`config.mk`:
```
export PLATFORM = sky130hd
export DESIGN_NAME = cart_loader
export DESIGN_NICKNAME = d
export VERILOG_FILES = /design/src/rtl/loader_pkg.sv /design/src/rtl/cart_geometry.sv /design/src/rtl/cart_loader.sv /design/src/rtl/cheat_assembler.sv /design/src/rtl/download_decoder.sv /design/src/rtl/rom_writer.sv
export SDC_FILE = /design/constraint.sdc
export NUM_CORES = 1
export LEC_CHECK = 0
export BUFFER_PORTS_ARGS = -buffer_cell sky130_fd_sc_hd__buf_2
export CAP_MARGIN = 25
export CORE_AREA = 5 5 189 191
export CTS_CLUSTER_DIAMETER = 40
export CTS_CLUSTER_SIZE = 40
export DETAILED_ROUTE_END_ITERATION = 10
export DIE_AREA = 0 0 194 196
export SYNTH_ARGS = -nofsm -noshare
export SYNTH_HDL_FRONTEND = slang
export SYNTH_SLANG_ARGS = --single-unit
```
`constraint.sdc`:
```
create_clock -name clk_sys -period 4.73 [get_ports clk_sys]
set_input_delay 0.7095 -clock clk_sys [delete_from_list [all_inputs] [get_ports clk_sys]]
set_output_delay 0.7095 -clock clk_sys [all_outputs]
set_load 0.1 [all_outputs]
```
`src/rtl/loader_pkg.sv`:
```
// Cartridge loader package
// Widths, host and pipeline beat structs, and the constants
// shared by the stages of the cartridge loading path
package loader_pkg;

	// ==============================
	// Widths
	// ==============================
	typedef logic [24:0]  host_addr_t;
	typedef logic [21:0]  rom_addr_t;
	typedef logic [7:0]   byte_t;
	typedef logic [7:0]   dl_index_t;
	// Flags 127:96, address 95:64, compare 63:32, replace 31:0
	typedef logic [127:0] cheat_code_t;

	// Stage one classification of a host write
	typedef enum logic [1:0] {
		beat_none,
		beat_cart,
		beat_code
	} beat_kind_t;

	// ==============================
	// Beat structs
	// ==============================
	typedef struct packed {
		logic       download;
		logic       wr;
		host_addr_t addr;
		byte_t      data;
		dl_index_t  index;
	} host_beat_t;

	// Start and stop mark the rise and fall of a cartridge download
	typedef struct packed {
		beat_kind_t kind;
		host_addr_t addr;
		byte_t      data;
		logic       start;
		logic       stop;
		logic       game_gear;
		logic       zero_addr;
	} dl_beat_t;

	typedef struct packed {
		rom_addr_t addr;
		byte_t     data;
		logic      req;
	} rom_write_t;

	// ==============================
	// Constants
	// ==============================
	localparam dl_index_t  CODE_INDEX   = 8'hFF;
	localparam logic [4:0] GG_INDEX_LOW = 5'd2;
	localparam rom_addr_t  HEADER_SIZE  = 22'd512;
	localparam int         CHEAT_BEATS  = 16;

endpackage

```
`src/rtl/cart_geometry.sv`:
```
// Cartridge geometry
// Tracks the address masks of the loaded image, with and without
// a 512-byte header, the Game Gear flag, and maps ROM read addresses
module cart_geometry import loader_pkg::*; (
	input  logic      clk_sys,
	input  logic      reset,
	input  dl_beat_t  beat,
	input  logic      rd,
	input  rom_addr_t rd_addr,
	output rom_addr_t mapped_addr,
	output logic      mapped_valid,
	output logic      game_gear
);

	rom_addr_t mask;
	rom_addr_t mask512;
	rom_addr_t image_size;
	rom_addr_t mapped_q;
	logic      has_header;
	logic      gg_q;
	logic      valid_q;
	logic      cart_beat;

	assign cart_beat = (beat.kind == beat_cart);
	// Image byte count is the last address plus one
	assign image_size = beat.addr[21:0] + 22'd1;

	// ==============================
	// Mask tracking
	// ==============================
	always_ff @(posedge clk_sys) begin
		if (reset) begin
			mask       <= '0;
			mask512    <= '0;
			has_header <= 1'b0;
			gg_q       <= 1'b0;
			valid_q    <= 1'b0;
		end else begin
			if (cart_beat) begin
				mask <= beat.zero_addr ? '0 : (mask | beat.addr[21:0]);
				// Header mask restarts at the first byte past the header
				if (beat.addr == host_addr_t'(HEADER_SIZE))
					mask512 <= '0;
				else
					mask512 <= mask512 | (beat.addr[21:0] - HEADER_SIZE);
				gg_q <= beat.game_gear;
			end
			if (beat.stop)
				has_header <= image_size[9];
			valid_q <= rd;
		end
	end

	// ==============================
	// Read mapping
	// ==============================
	always_ff @(posedge clk_sys) begin
		if (rd) begin
			if (has_header)
				mapped_q <= (rd_addr + HEADER_SIZE) & mask512;
			else
				mapped_q <= rd_addr & mask;
		end
	end

	assign mapped_addr  = mapped_q;
	assign mapped_valid = valid_q;
	assign game_gear    = gg_q;

endmodule

```
`src/rtl/cart_loader.sv`:
```
// Cartridge loader top
// Host beats pass through the decoder, then fan out to the ROM
// writer, the geometry tracker and the cheat assembler
module cart_loader import loader_pkg::*; (
	input  logic        clk_sys,
	input  logic        reset,
	input  host_beat_t  host,
	output logic        ioctl_wait,
	output rom_write_t  rom_wr,
	input  logic        mem_ack,
	input  logic        rd,
	input  rom_addr_t   rd_addr,
	output rom_addr_t   mapped_addr,
	output logic        mapped_valid,
	output logic        game_gear,
	output logic        cart_loading,
	output cheat_code_t cheat_code,
	output logic        cheat_valid,
	output logic        cheat_clear
);

	dl_beat_t beat;

	download_decoder u_decoder (
		.clk_sys      (clk_sys),
		.reset        (reset),
		.host         (host),
		.beat         (beat),
		.cart_loading (cart_loading)
	);

	rom_writer u_rom_writer (
		.clk_sys    (clk_sys),
		.reset      (reset),
		.beat       (beat),
		.mem_ack    (mem_ack),
		.rom_wr     (rom_wr),
		.ioctl_wait (ioctl_wait)
	);

	cart_geometry u_geometry (
		.clk_sys      (clk_sys),
		.reset        (reset),
		.beat         (beat),
		.rd           (rd),
		.rd_addr      (rd_addr),
		.mapped_addr  (mapped_addr),
		.mapped_valid (mapped_valid),
		.game_gear    (game_gear)
	);

	cheat_assembler u_cheats (
		.clk_sys     (clk_sys),
		.reset       (reset),
		.beat        (beat),
		.code        (cheat_code),
		.cheat_valid (cheat_valid),
		.cheat_clear (cheat_clear)
	);

endmodule

```
`src/rtl/cheat_assembler.sv`:
```
// Cheat assembler
// Gathers the sixteen bytes of a cheat download into one code
// and pulses valid once the last byte is in
module cheat_assembler import loader_pkg::*; (
	input  logic        clk_sys,
	input  logic        reset,
	input  dl_beat_t    beat,
	output cheat_code_t code,
	output logic        cheat_valid,
	output logic        cheat_clear
);

	cheat_code_t code_q;
	logic [3:0]  slot;
	logic        code_beat;
	logic        valid_q;
	logic        clear_q;

	assign code_beat = (beat.kind == beat_code);
	// Groups run flags, address, compare, replace from the top down,
	// lane 0 lowest inside a group
	assign slot = {~beat.addr[3:2], beat.addr[1:0]};

	always_ff @(posedge clk_sys) begin
		if (code_beat)
			code_q[{slot, 3'b000} +: 8] <= beat.data;
	end

	always_ff @(posedge clk_sys) begin
		if (reset) begin
			valid_q <= 1'b0;
			clear_q <= 1'b0;
		end else begin
			valid_q <= code_beat && (beat.addr[3:0] == 4'(CHEAT_BEATS - 1));
			// Any download restarting at zero drops old codes
			clear_q <= (beat.kind != beat_none) && beat.zero_addr;
		end
	end

	assign code        = code_q;
	assign cheat_valid = valid_q;
	assign cheat_clear = clear_q;

endmodule

```
`src/rtl/download_decoder.sv`:
```
// Download decoder
// Registers host writes, tells cartridge bytes from cheat bytes
// and marks the start and end of a cartridge download
module download_decoder import loader_pkg::*; (
	input  logic       clk_sys,
	input  logic       reset,
	input  host_beat_t host,
	output dl_beat_t   beat,
	output logic       cart_loading
);

	logic       code_index;
	logic       cart_dl;
	logic       cart_dl_prev;
	beat_kind_t kind_q;
	logic       start_q;
	logic       stop_q;
	host_addr_t addr_q;
	byte_t      data_q;
	logic       gg_q;
	logic       zero_q;

	assign code_index = (host.index == CODE_INDEX);
	// Every other index loads a cartridge image
	assign cart_dl = host.download & ~code_index;

	always_ff @(posedge clk_sys) begin
		if (reset) begin
			kind_q       <= beat_none;
			start_q      <= 1'b0;
			stop_q       <= 1'b0;
			cart_dl_prev <= 1'b0;
		end else begin
			cart_dl_prev <= cart_dl;
			start_q      <= cart_dl & ~cart_dl_prev;
			stop_q       <= ~cart_dl & cart_dl_prev;
			if (host.wr && host.download)
				kind_q <= code_index ? beat_code : beat_cart;
			else
				kind_q <= beat_none;
		end
	end

	// Held between writes so the end pulse still sees the final address
	always_ff @(posedge clk_sys) begin
		if (host.wr) begin
			addr_q <= host.addr;
			data_q <= host.data;
			gg_q   <= (host.index[4:0] == GG_INDEX_LOW);
			zero_q <= (host.addr == '0);
		end
	end

	assign beat = '{kind: kind_q, addr: addr_q, data: data_q, start: start_q,
		stop: stop_q, game_gear: gg_q, zero_addr: zero_q};
	assign cart_loading = cart_dl_prev;

endmodule

```
`src/rtl/rom_writer.sv`:
```
// ROM writer
// Writes cartridge bytes to external ROM memory with a toggle
// request and acknowledge, holding the host off until each write lands
module rom_writer import loader_pkg::*; (
	input  logic       clk_sys,
	input  logic       reset,
	input  dl_beat_t   beat,
	input  logic       mem_ack,
	output rom_write_t rom_wr,
	output logic       ioctl_wait
);

	rom_addr_t addr_q;
	byte_t     data_q;
	logic      req_q;
	logic      wait_q;
	logic      cart_beat;

	assign cart_beat = (beat.kind == beat_cart);

	// ==============================
	// Request and wait
	// ==============================
	always_ff @(posedge clk_sys) begin
		if (reset) begin
			req_q  <= 1'b0;
			wait_q <= 1'b0;
			addr_q <= '0;
		end else begin
			if (cart_beat) begin
				req_q  <= ~req_q;
				wait_q <= 1'b1;
			end else if (wait_q && (req_q == mem_ack)) begin
				// Memory took the byte and the address steps on
				wait_q <= 1'b0;
				addr_q <= addr_q + 22'd1;
			end
			// New image always starts at address zero
			if (beat.start)
				addr_q <= '0;
		end
	end

	always_ff @(posedge clk_sys) begin
		if (cart_beat)
			data_q <= beat.data;
	end

	assign rom_wr     = '{addr: addr_q, data: data_q, req: req_q};
	assign ioctl_wait = wait_q;

endmodule

```
==> metrics.yaml, run 1 <==
final_layout:
  fin_area_sq_mm: 0.0137
  mostFrequentLayoutCells: "buf_2 (255), edfxtp_1 (193), nor2_1 (135)"
  layout.cells.non_filler: 1632
  area_growth_syn_to_layout_pct: 27.9
  drive_gt1_share_pct: 28.7
  layout_commonest_cell: "buf_2"
  final_nets: 1222
die:
  fp-row-count: 68
  initial_core_util_pct: 31.5
  fp.dieH_um: 196
  die_area_sq_mm: 0.0380
  chipWidth_um: 194
  io_pins: 256
  core_sq_mm: 0.0339
detailed_routing:
  dr.pass1.iters: 5
  drc: 0
  vias: 7722
  routed_wl_mm: 29.4
  final_antenna_net_count: 0
  wl_met3_mm: 2.02
  routed-wl-met2_mm: 14.0
  wl_per_cell_um: 18.0
  highest_layer: "met5"
  drtIter0Drc: 429
  m1WireLength_mm: 12.9
  viasPerCell: 4.73
hold_path:
  hp-class: "input port to register"
  min_from: "host[15]"
critical_path:
  crit_path_start: "u_decoder.addr_q[0]$_DFFE_PP_"
  path_class: "register to register"
  required_ns: 4.88
  setup.worst_path.start_class: "register"
  worstReg2RegStart: "u_decoder.addr_q[0]$_DFFE_PP_"
  critPathArrivalTime_ns: 3.60
  cp_max_fo: 16
  critPathCaptureType: "register"
sta:
  fin_ws_ns: 1.29
  finClkSkew_ns: 0.0153
  tightest_slew_ns: 1.06
  rsz0062_at_grt: "false"
  slew_violations: 0
  fin_crit_ns: 3.44
  timing.setup.tns_ns: 0
  final_hold_viol_count: 0
  min_period_over_period_pct: 72.8
  fmax_ghz: 0.290
  relSlewSlack_pct: 29.0
  finalSetupViolCount: 0
synth:
  synth_area_leaders: "edfxtp_1 (54%), dfxtp_1 (15%), nor2_1 (4.7%)"
  synth_top_cell_area_share_pct: 54.1
  yosys.area.top_type: "edfxtp_1"
  yosysUniqueCellTypes: 48
  synth_top_family_by_area: "simple AND/OR/NAND/NOR gates"
  ys_seq_area_share_pct: 68.7
  synth-edff-count: 193
  syn_inst: 885
  synthFlopType: "edfxtp_1"
  synth-seq-cells: 271
  synth-compound-area-share_pct: 6.97
  synth_area_sq_mm: 0.0107
  avgSynthCellArea_sq_um: 12.1
  synthSimpleGateAreaFrac_pct: 18.3
  synthXorXnorAreaFrac_pct: 1.64
  async_flop_share_pct: 0
  yosysWarnings: 0
  synth_mux_area_share_pct: 1.40
  syn_nets: 961
  synth_fa_ha_area_share_pct: 0.818
placement:
  pre_cts_ws_ns: 1.25
  placed_area_sq_mm: 0.0124
  io_buffer_count: 255
  dp_hpwl_mm: 21.2
  post-place-cells: 1560
  place.gp.congestion: 0.813
clock_tree:
  cts_tree: "yes"
  postCtsResizedCells: 0
  hold_buffers: 0
  clock_latency_ns: 0.53
  post_cts_buffers: 0
  cts_root_buffer: "clkbuf_16"
  cts_buffers: 38
  htreeDepth: 2
  clockBufferDepth: 3
  numClockSinks: 271
  clk_pin_slew_ns: 0.06
grt:
  track_usage_pct: 15.1
  overflow: 0
  grt_pass1_vias: 7770
  antenna_found_initial: 3
  grt_max_degree: 47
  grt_pass1_wl_mm: 45.3
pwr:
  vdd_ir_drop_max_uv: 233
  leakage_nw: 4.67
  cellPowerDensity_mw_per_mm2: 424
job:
  cap_violations: 0
status:
  status: "finished, final reports clean"
==> cells by family after synthesis <==
group | after synthesis
AOI/OAI and AO/OA | 123
and+or+nand+nor | 391
adders and majority gates | 7
muxes | 15
DFF | 271
xor gates and xnor gates | 20
buffers and inverters | 58
==> state kept, by name (all words and copies together) (netlist names), 2 cells and up <==
| register | cells |
|---|---|
| u_rom_writer.addr_q | 22 |
| u_geometry.mapped_addr | 22 |
| u_geometry.mask512 | 22 |
| u_decoder.addr_q | 25 |
| u_cheats.code | 128 |
| u_decoder.data_q | 8 |
| u_decoder.kind_q | 2 |
| u_rom_writer.data_q | 8 |
| u_geometry.mask | 22 |
==> area by class of cell <==
class / count / area (sq um)
Tap cell: 455 / 569
Clock inverter: 27 / 273
Sequential cell: 271 / 7360
Timing Repair Buffer: 263 / 1340
Inverter: 16 / 60.1
Fill cell: 3269 / 20200
Clock buffer: 43 / 980
Antenna cell: 1 / 2.50
Multi-Input combinational cell: 556 / 3120
==> worst max-delay path: stages, from the launching register on <==
cell	delay (ns)
edfxtp_1	0.61
inv_1	0.25
ha_1	0.53
nand2_1	0.17
nor4_1	0.89
nor2b_1	0.62
==> worst paths after layout <==
path                                        endpoint  slack [ns]  depth (start not counted)
hold reg to reg   u_geometry.has_header$_SDFFE_PP0P_        0.45                          1
setup / recovery          u_cheats.code[0]$_DFFE_PP_        1.29                          5
hold / removal         u_decoder.data_q[7]$_DFFE_PP_        0.36                          1
setup reg to reg          u_cheats.code[0]$_DFFE_PP_        1.29                          5
==> metrics by stage <==
| stage | utilization (%) | total power, mW | hold slack [ns] |
|---|---|---|---|
| floorplan | - | 2.95 | 0.414 |
| global placement | 36.6 | 3.09 | 0.435 |
| detailed placement | 36.6 | 3.10 | 0.451 |
| CTS | 40.3 | 5.88 | 0.329 |
| global route | 40.3 | 6.02 | 0.335 |
| finish | 40.4 | 5.81 | 0.364 |
==> synth_stat cells (all sizes together), types with 2 or more instances <==
| cell | instances |
|---|---|
| o21ai | 16 |
| xnor2 | 15 |
| xor2 | 5 |
| or4 | 12 |
| a31o | 2 |
| o21a | 9 |
| inv | 16 |
| a31oi | 2 |
| o22ai | 8 |
| nor2b | 15 |
| nor4 | 19 |
| and3 | 15 |
| nor2 | 135 |
| o211a | 3 |
| nor3 | 16 |
| clkbuf | 35 |
| ha | 7 |
| nor3b | 3 |
| nor4b | 2 |
| buf | 7 |
| or3 | 12 |
| and4 | 5 |
| dfxtp | 78 |
| and2 | 50 |
| a41oi | 2 |
| nand4 | 13 |
| o31ai | 13 |
| nand2b | 11 |
| mux2i | 15 |
| or2 | 2 |
| nand3 | 18 |
| a21oi | 62 |
| nand2 | 61 |
| edfxtp | 193 |
==> power by group <==
part	leakage, nW	internal (mW)	switching, mW
sequential	2.17	2.59	0.0709
clock	0.605	1.65	1.11
combinational	1.90	0.0995	0.282
==> routing by layer <==
metal	up-vias	global-route usage [%]
met3	41	4.50
met5	-	0
met4	2	3.46
met1	3683	19.8
li1	3740	-
met2	256	24.8
Power figures use the tool's default switching activity.
==> inputs of run 2 (changes only) <==
Clock period 4.73 ns to 3.5 ns, I/O delays scaled along.
==> run 2 against run 1 <==
Compared with the run above:
- highest routed layer unchanged
- count of clock-buffer cells in the layout unchanged
- critical endpoint is now u_cheats.code[69]$_DFFE_PP_
- final cell count up 0.67%
- global-route usage up 0.23 points
- setup slack worse by 0.47 ns
==> metrics.yaml, run 2 (synthesis results as in run 1) <==
die:
  die_area_sq_mm: 0.0380
  core_sq_mm: 0.0339
  io_pins: 256
  fp-row-count: 68
  fp.dieH_um: 196
  initial_core_util_pct: 31.5
  chipWidth_um: 194
sta:
  min_period_over_period_pct: 76.6
  timing.setup.tns_ns: 0
  final_hold_viol_count: 0
  tightest_slew_ns: 0.922
  fin_crit_ns: 2.68
  finClkSkew_ns: 0.0206
  slew_violations: 0
  fmax_ghz: 0.373
  relSlewSlack_pct: 38.5
  rsz0062_at_grt: "false"
  finalSetupViolCount: 0
clock_tree:
  clock_latency_ns: 0.53
  cts_root_buffer: "clkbuf_16"
  hold_buffers: 0
  cts_buffers: 39
  numClockSinks: 271
  clockBufferDepth: 3
  clk_pin_slew_ns: 0.05
  cts_tree: "yes"
  postCtsResizedCells: 0
  post_cts_buffers: 0
  htreeDepth: 2
status:
  status: "finished, final reports clean"
hold_path:
  hp-class: "input port to register"
detailed_routing:
  dr.pass1.iters: 5
  drtIter0Drc: 537
  final_antenna_net_count: 0
  viasPerCell: 4.76
  wl_per_cell_um: 18.3
  drc: 0
  routed_wl_mm: 30.0
  vias: 7825
pwr:
  p_int_mw: 6.17
  swShare_pct: 24.1
  comb_power_share_pct: 6.5
  p_seq_share_pct: 44.2
  clockPowerShare_pct: 49.3
  cellPowerDensity_mw_per_mm2: 588
  leakage_nw: 4.74
  vdd_ir_drop_max_uv: 331
  power_mw: 8.14
  p_sw_mw: 1.97
placement:
  post-place-cells: 1567
  io_buffer_count: 255
  place.gp.congestion: 0.805
  dp_hpwl_mm: 21.8
critical_path:
  required_ns: 3.65
  cpPeakStageDelay_ns: 0.60
  path_class: "register to register"
  crit_path_top_delay_cell: "nor2b_1"
  critPathArrivalTime_ns: 2.83
  cp_max_fo: 16
  critPathCaptureType: "register"
  cp_cell_sequence: "inv_1 > ha_1 > nor3b_1 > o21a_1 > nor2b_1"
  setup.worst_path.start_class: "register"
final_layout:
  final_nets: 1230
  mostFrequentLayoutCells: "buf_2 (256), edfxtp_1 (193), nor2_1 (135)"
  multi_input_area_sq_mm: 0.00312
  area_growth_syn_to_layout_pct: 29.3
  largest_reg_flops: 128
  layout_commonest_cell: "buf_2"
  fillerInstances: 3222
  drive_gt1_share_pct: 28.9
  regArea_sq_mm: 0.00736
  layout.cells.non_filler: 1643
grt:
  grt_pass1_wl_mm: 45.8
  antenna_found_initial: 3
  grt_pass1_vias: 7751
  overflow: 0
  grt_max_degree: 46
  track_usage_pct: 15.3
job:
  cap_violations: 0
==> run 2: cell types whose count changed in the layout (fill, tap and decap cells not counted), moves of 2 or more <==
cell | previous run | this run
clkinv_2 | 6 | 3
inv_8 | 3 | 0
bufinv_16 | 2 | 6
buf_4 | 7 | 14
inv_6 | 7 | 9
clkinv_1 | 0 | 3
diode_2 | 1 | 3
==> run 2: final cells by class <==
type                    count  area share [%]
multi-input cells         556            22.5
well taps                 455            4.11
diodes                      3          0.0542
flip-flops and latches    271            53.1
clock inverters            29            2.58
clock buffers              43            7.16
repair buffers            270            10.0
inverters                  16           0.434
==> run 2: final timing paths <==
path / start / end / slack (ns) / depth (start not counted)
worst max register to register: u_decoder.addr_q[0]$_DFFE_PP_ / u_cheats.code[69]$_DFFE_PP_ / 0.82 / 5
worst max-delay path: u_decoder.addr_q[0]$_DFFE_PP_ / u_cheats.code[69]$_DFFE_PP_ / 0.82 / 5
worst min-delay path: host[12] / u_decoder.data_q[4]$_DFFE_PP_ / 0.18 / 1
worst min register to register: u_geometry.mask512[17]$_SDFFE_PP0P_ / u_geometry.mask512[17]$_SDFFE_PP0P_ / 0.46 / 2
==> run 2: routing by layer <==
layer | global-route usage [%] | vias to the layer above | part of all wire (%)
met3 | 4.47 | 48 | 7.8
met5 | 0 | - | 0.027
met1 | 20.0 | 3754 | 43
li1 | - | 3760 | -
met2 | 25.0 | 261 | 47
met4 | 3.96 | 2 | 1.9
==> run 2: per-stage QoR <==
stage	area (sq um)	hold WS (ns)	setup slack, ns	utilization, %
final	13800	0.182	0.820	40.8
after global routing	13800	0.152	0.588	40.8
after CTS	13800	0.150	0.793	40.8
after detailed placement	12500	0.447	0.781	36.8
after global placement	12500	0.437	0.888	36.8
after floorplan	10700	0.414	0.648	-
==> run 2: critical path, delay by kind of cell, from the launching register on <==
family,cells,cell delay [ns]
AOI/OAI and AO/OA,1,0.34
and+or+nand+nor,2,1.11
adders and majority gates,1,0.41
buffers and inverters,1,0.11
DFF,1,0.34
==> run 2: power groups by stage <==
stage	Sequential [mW]	Clock (mW)	Combinational, mW
2_1_floorplan	3.75	0	0.230
3_3_place_gp	3.66	0	0.526
3_5_place_dp	3.66	0	0.532
4_1_cts	3.60	4.11	0.534
5_1_grt	3.60	4.25	0.572
6_report	3.60	4.01	0.530
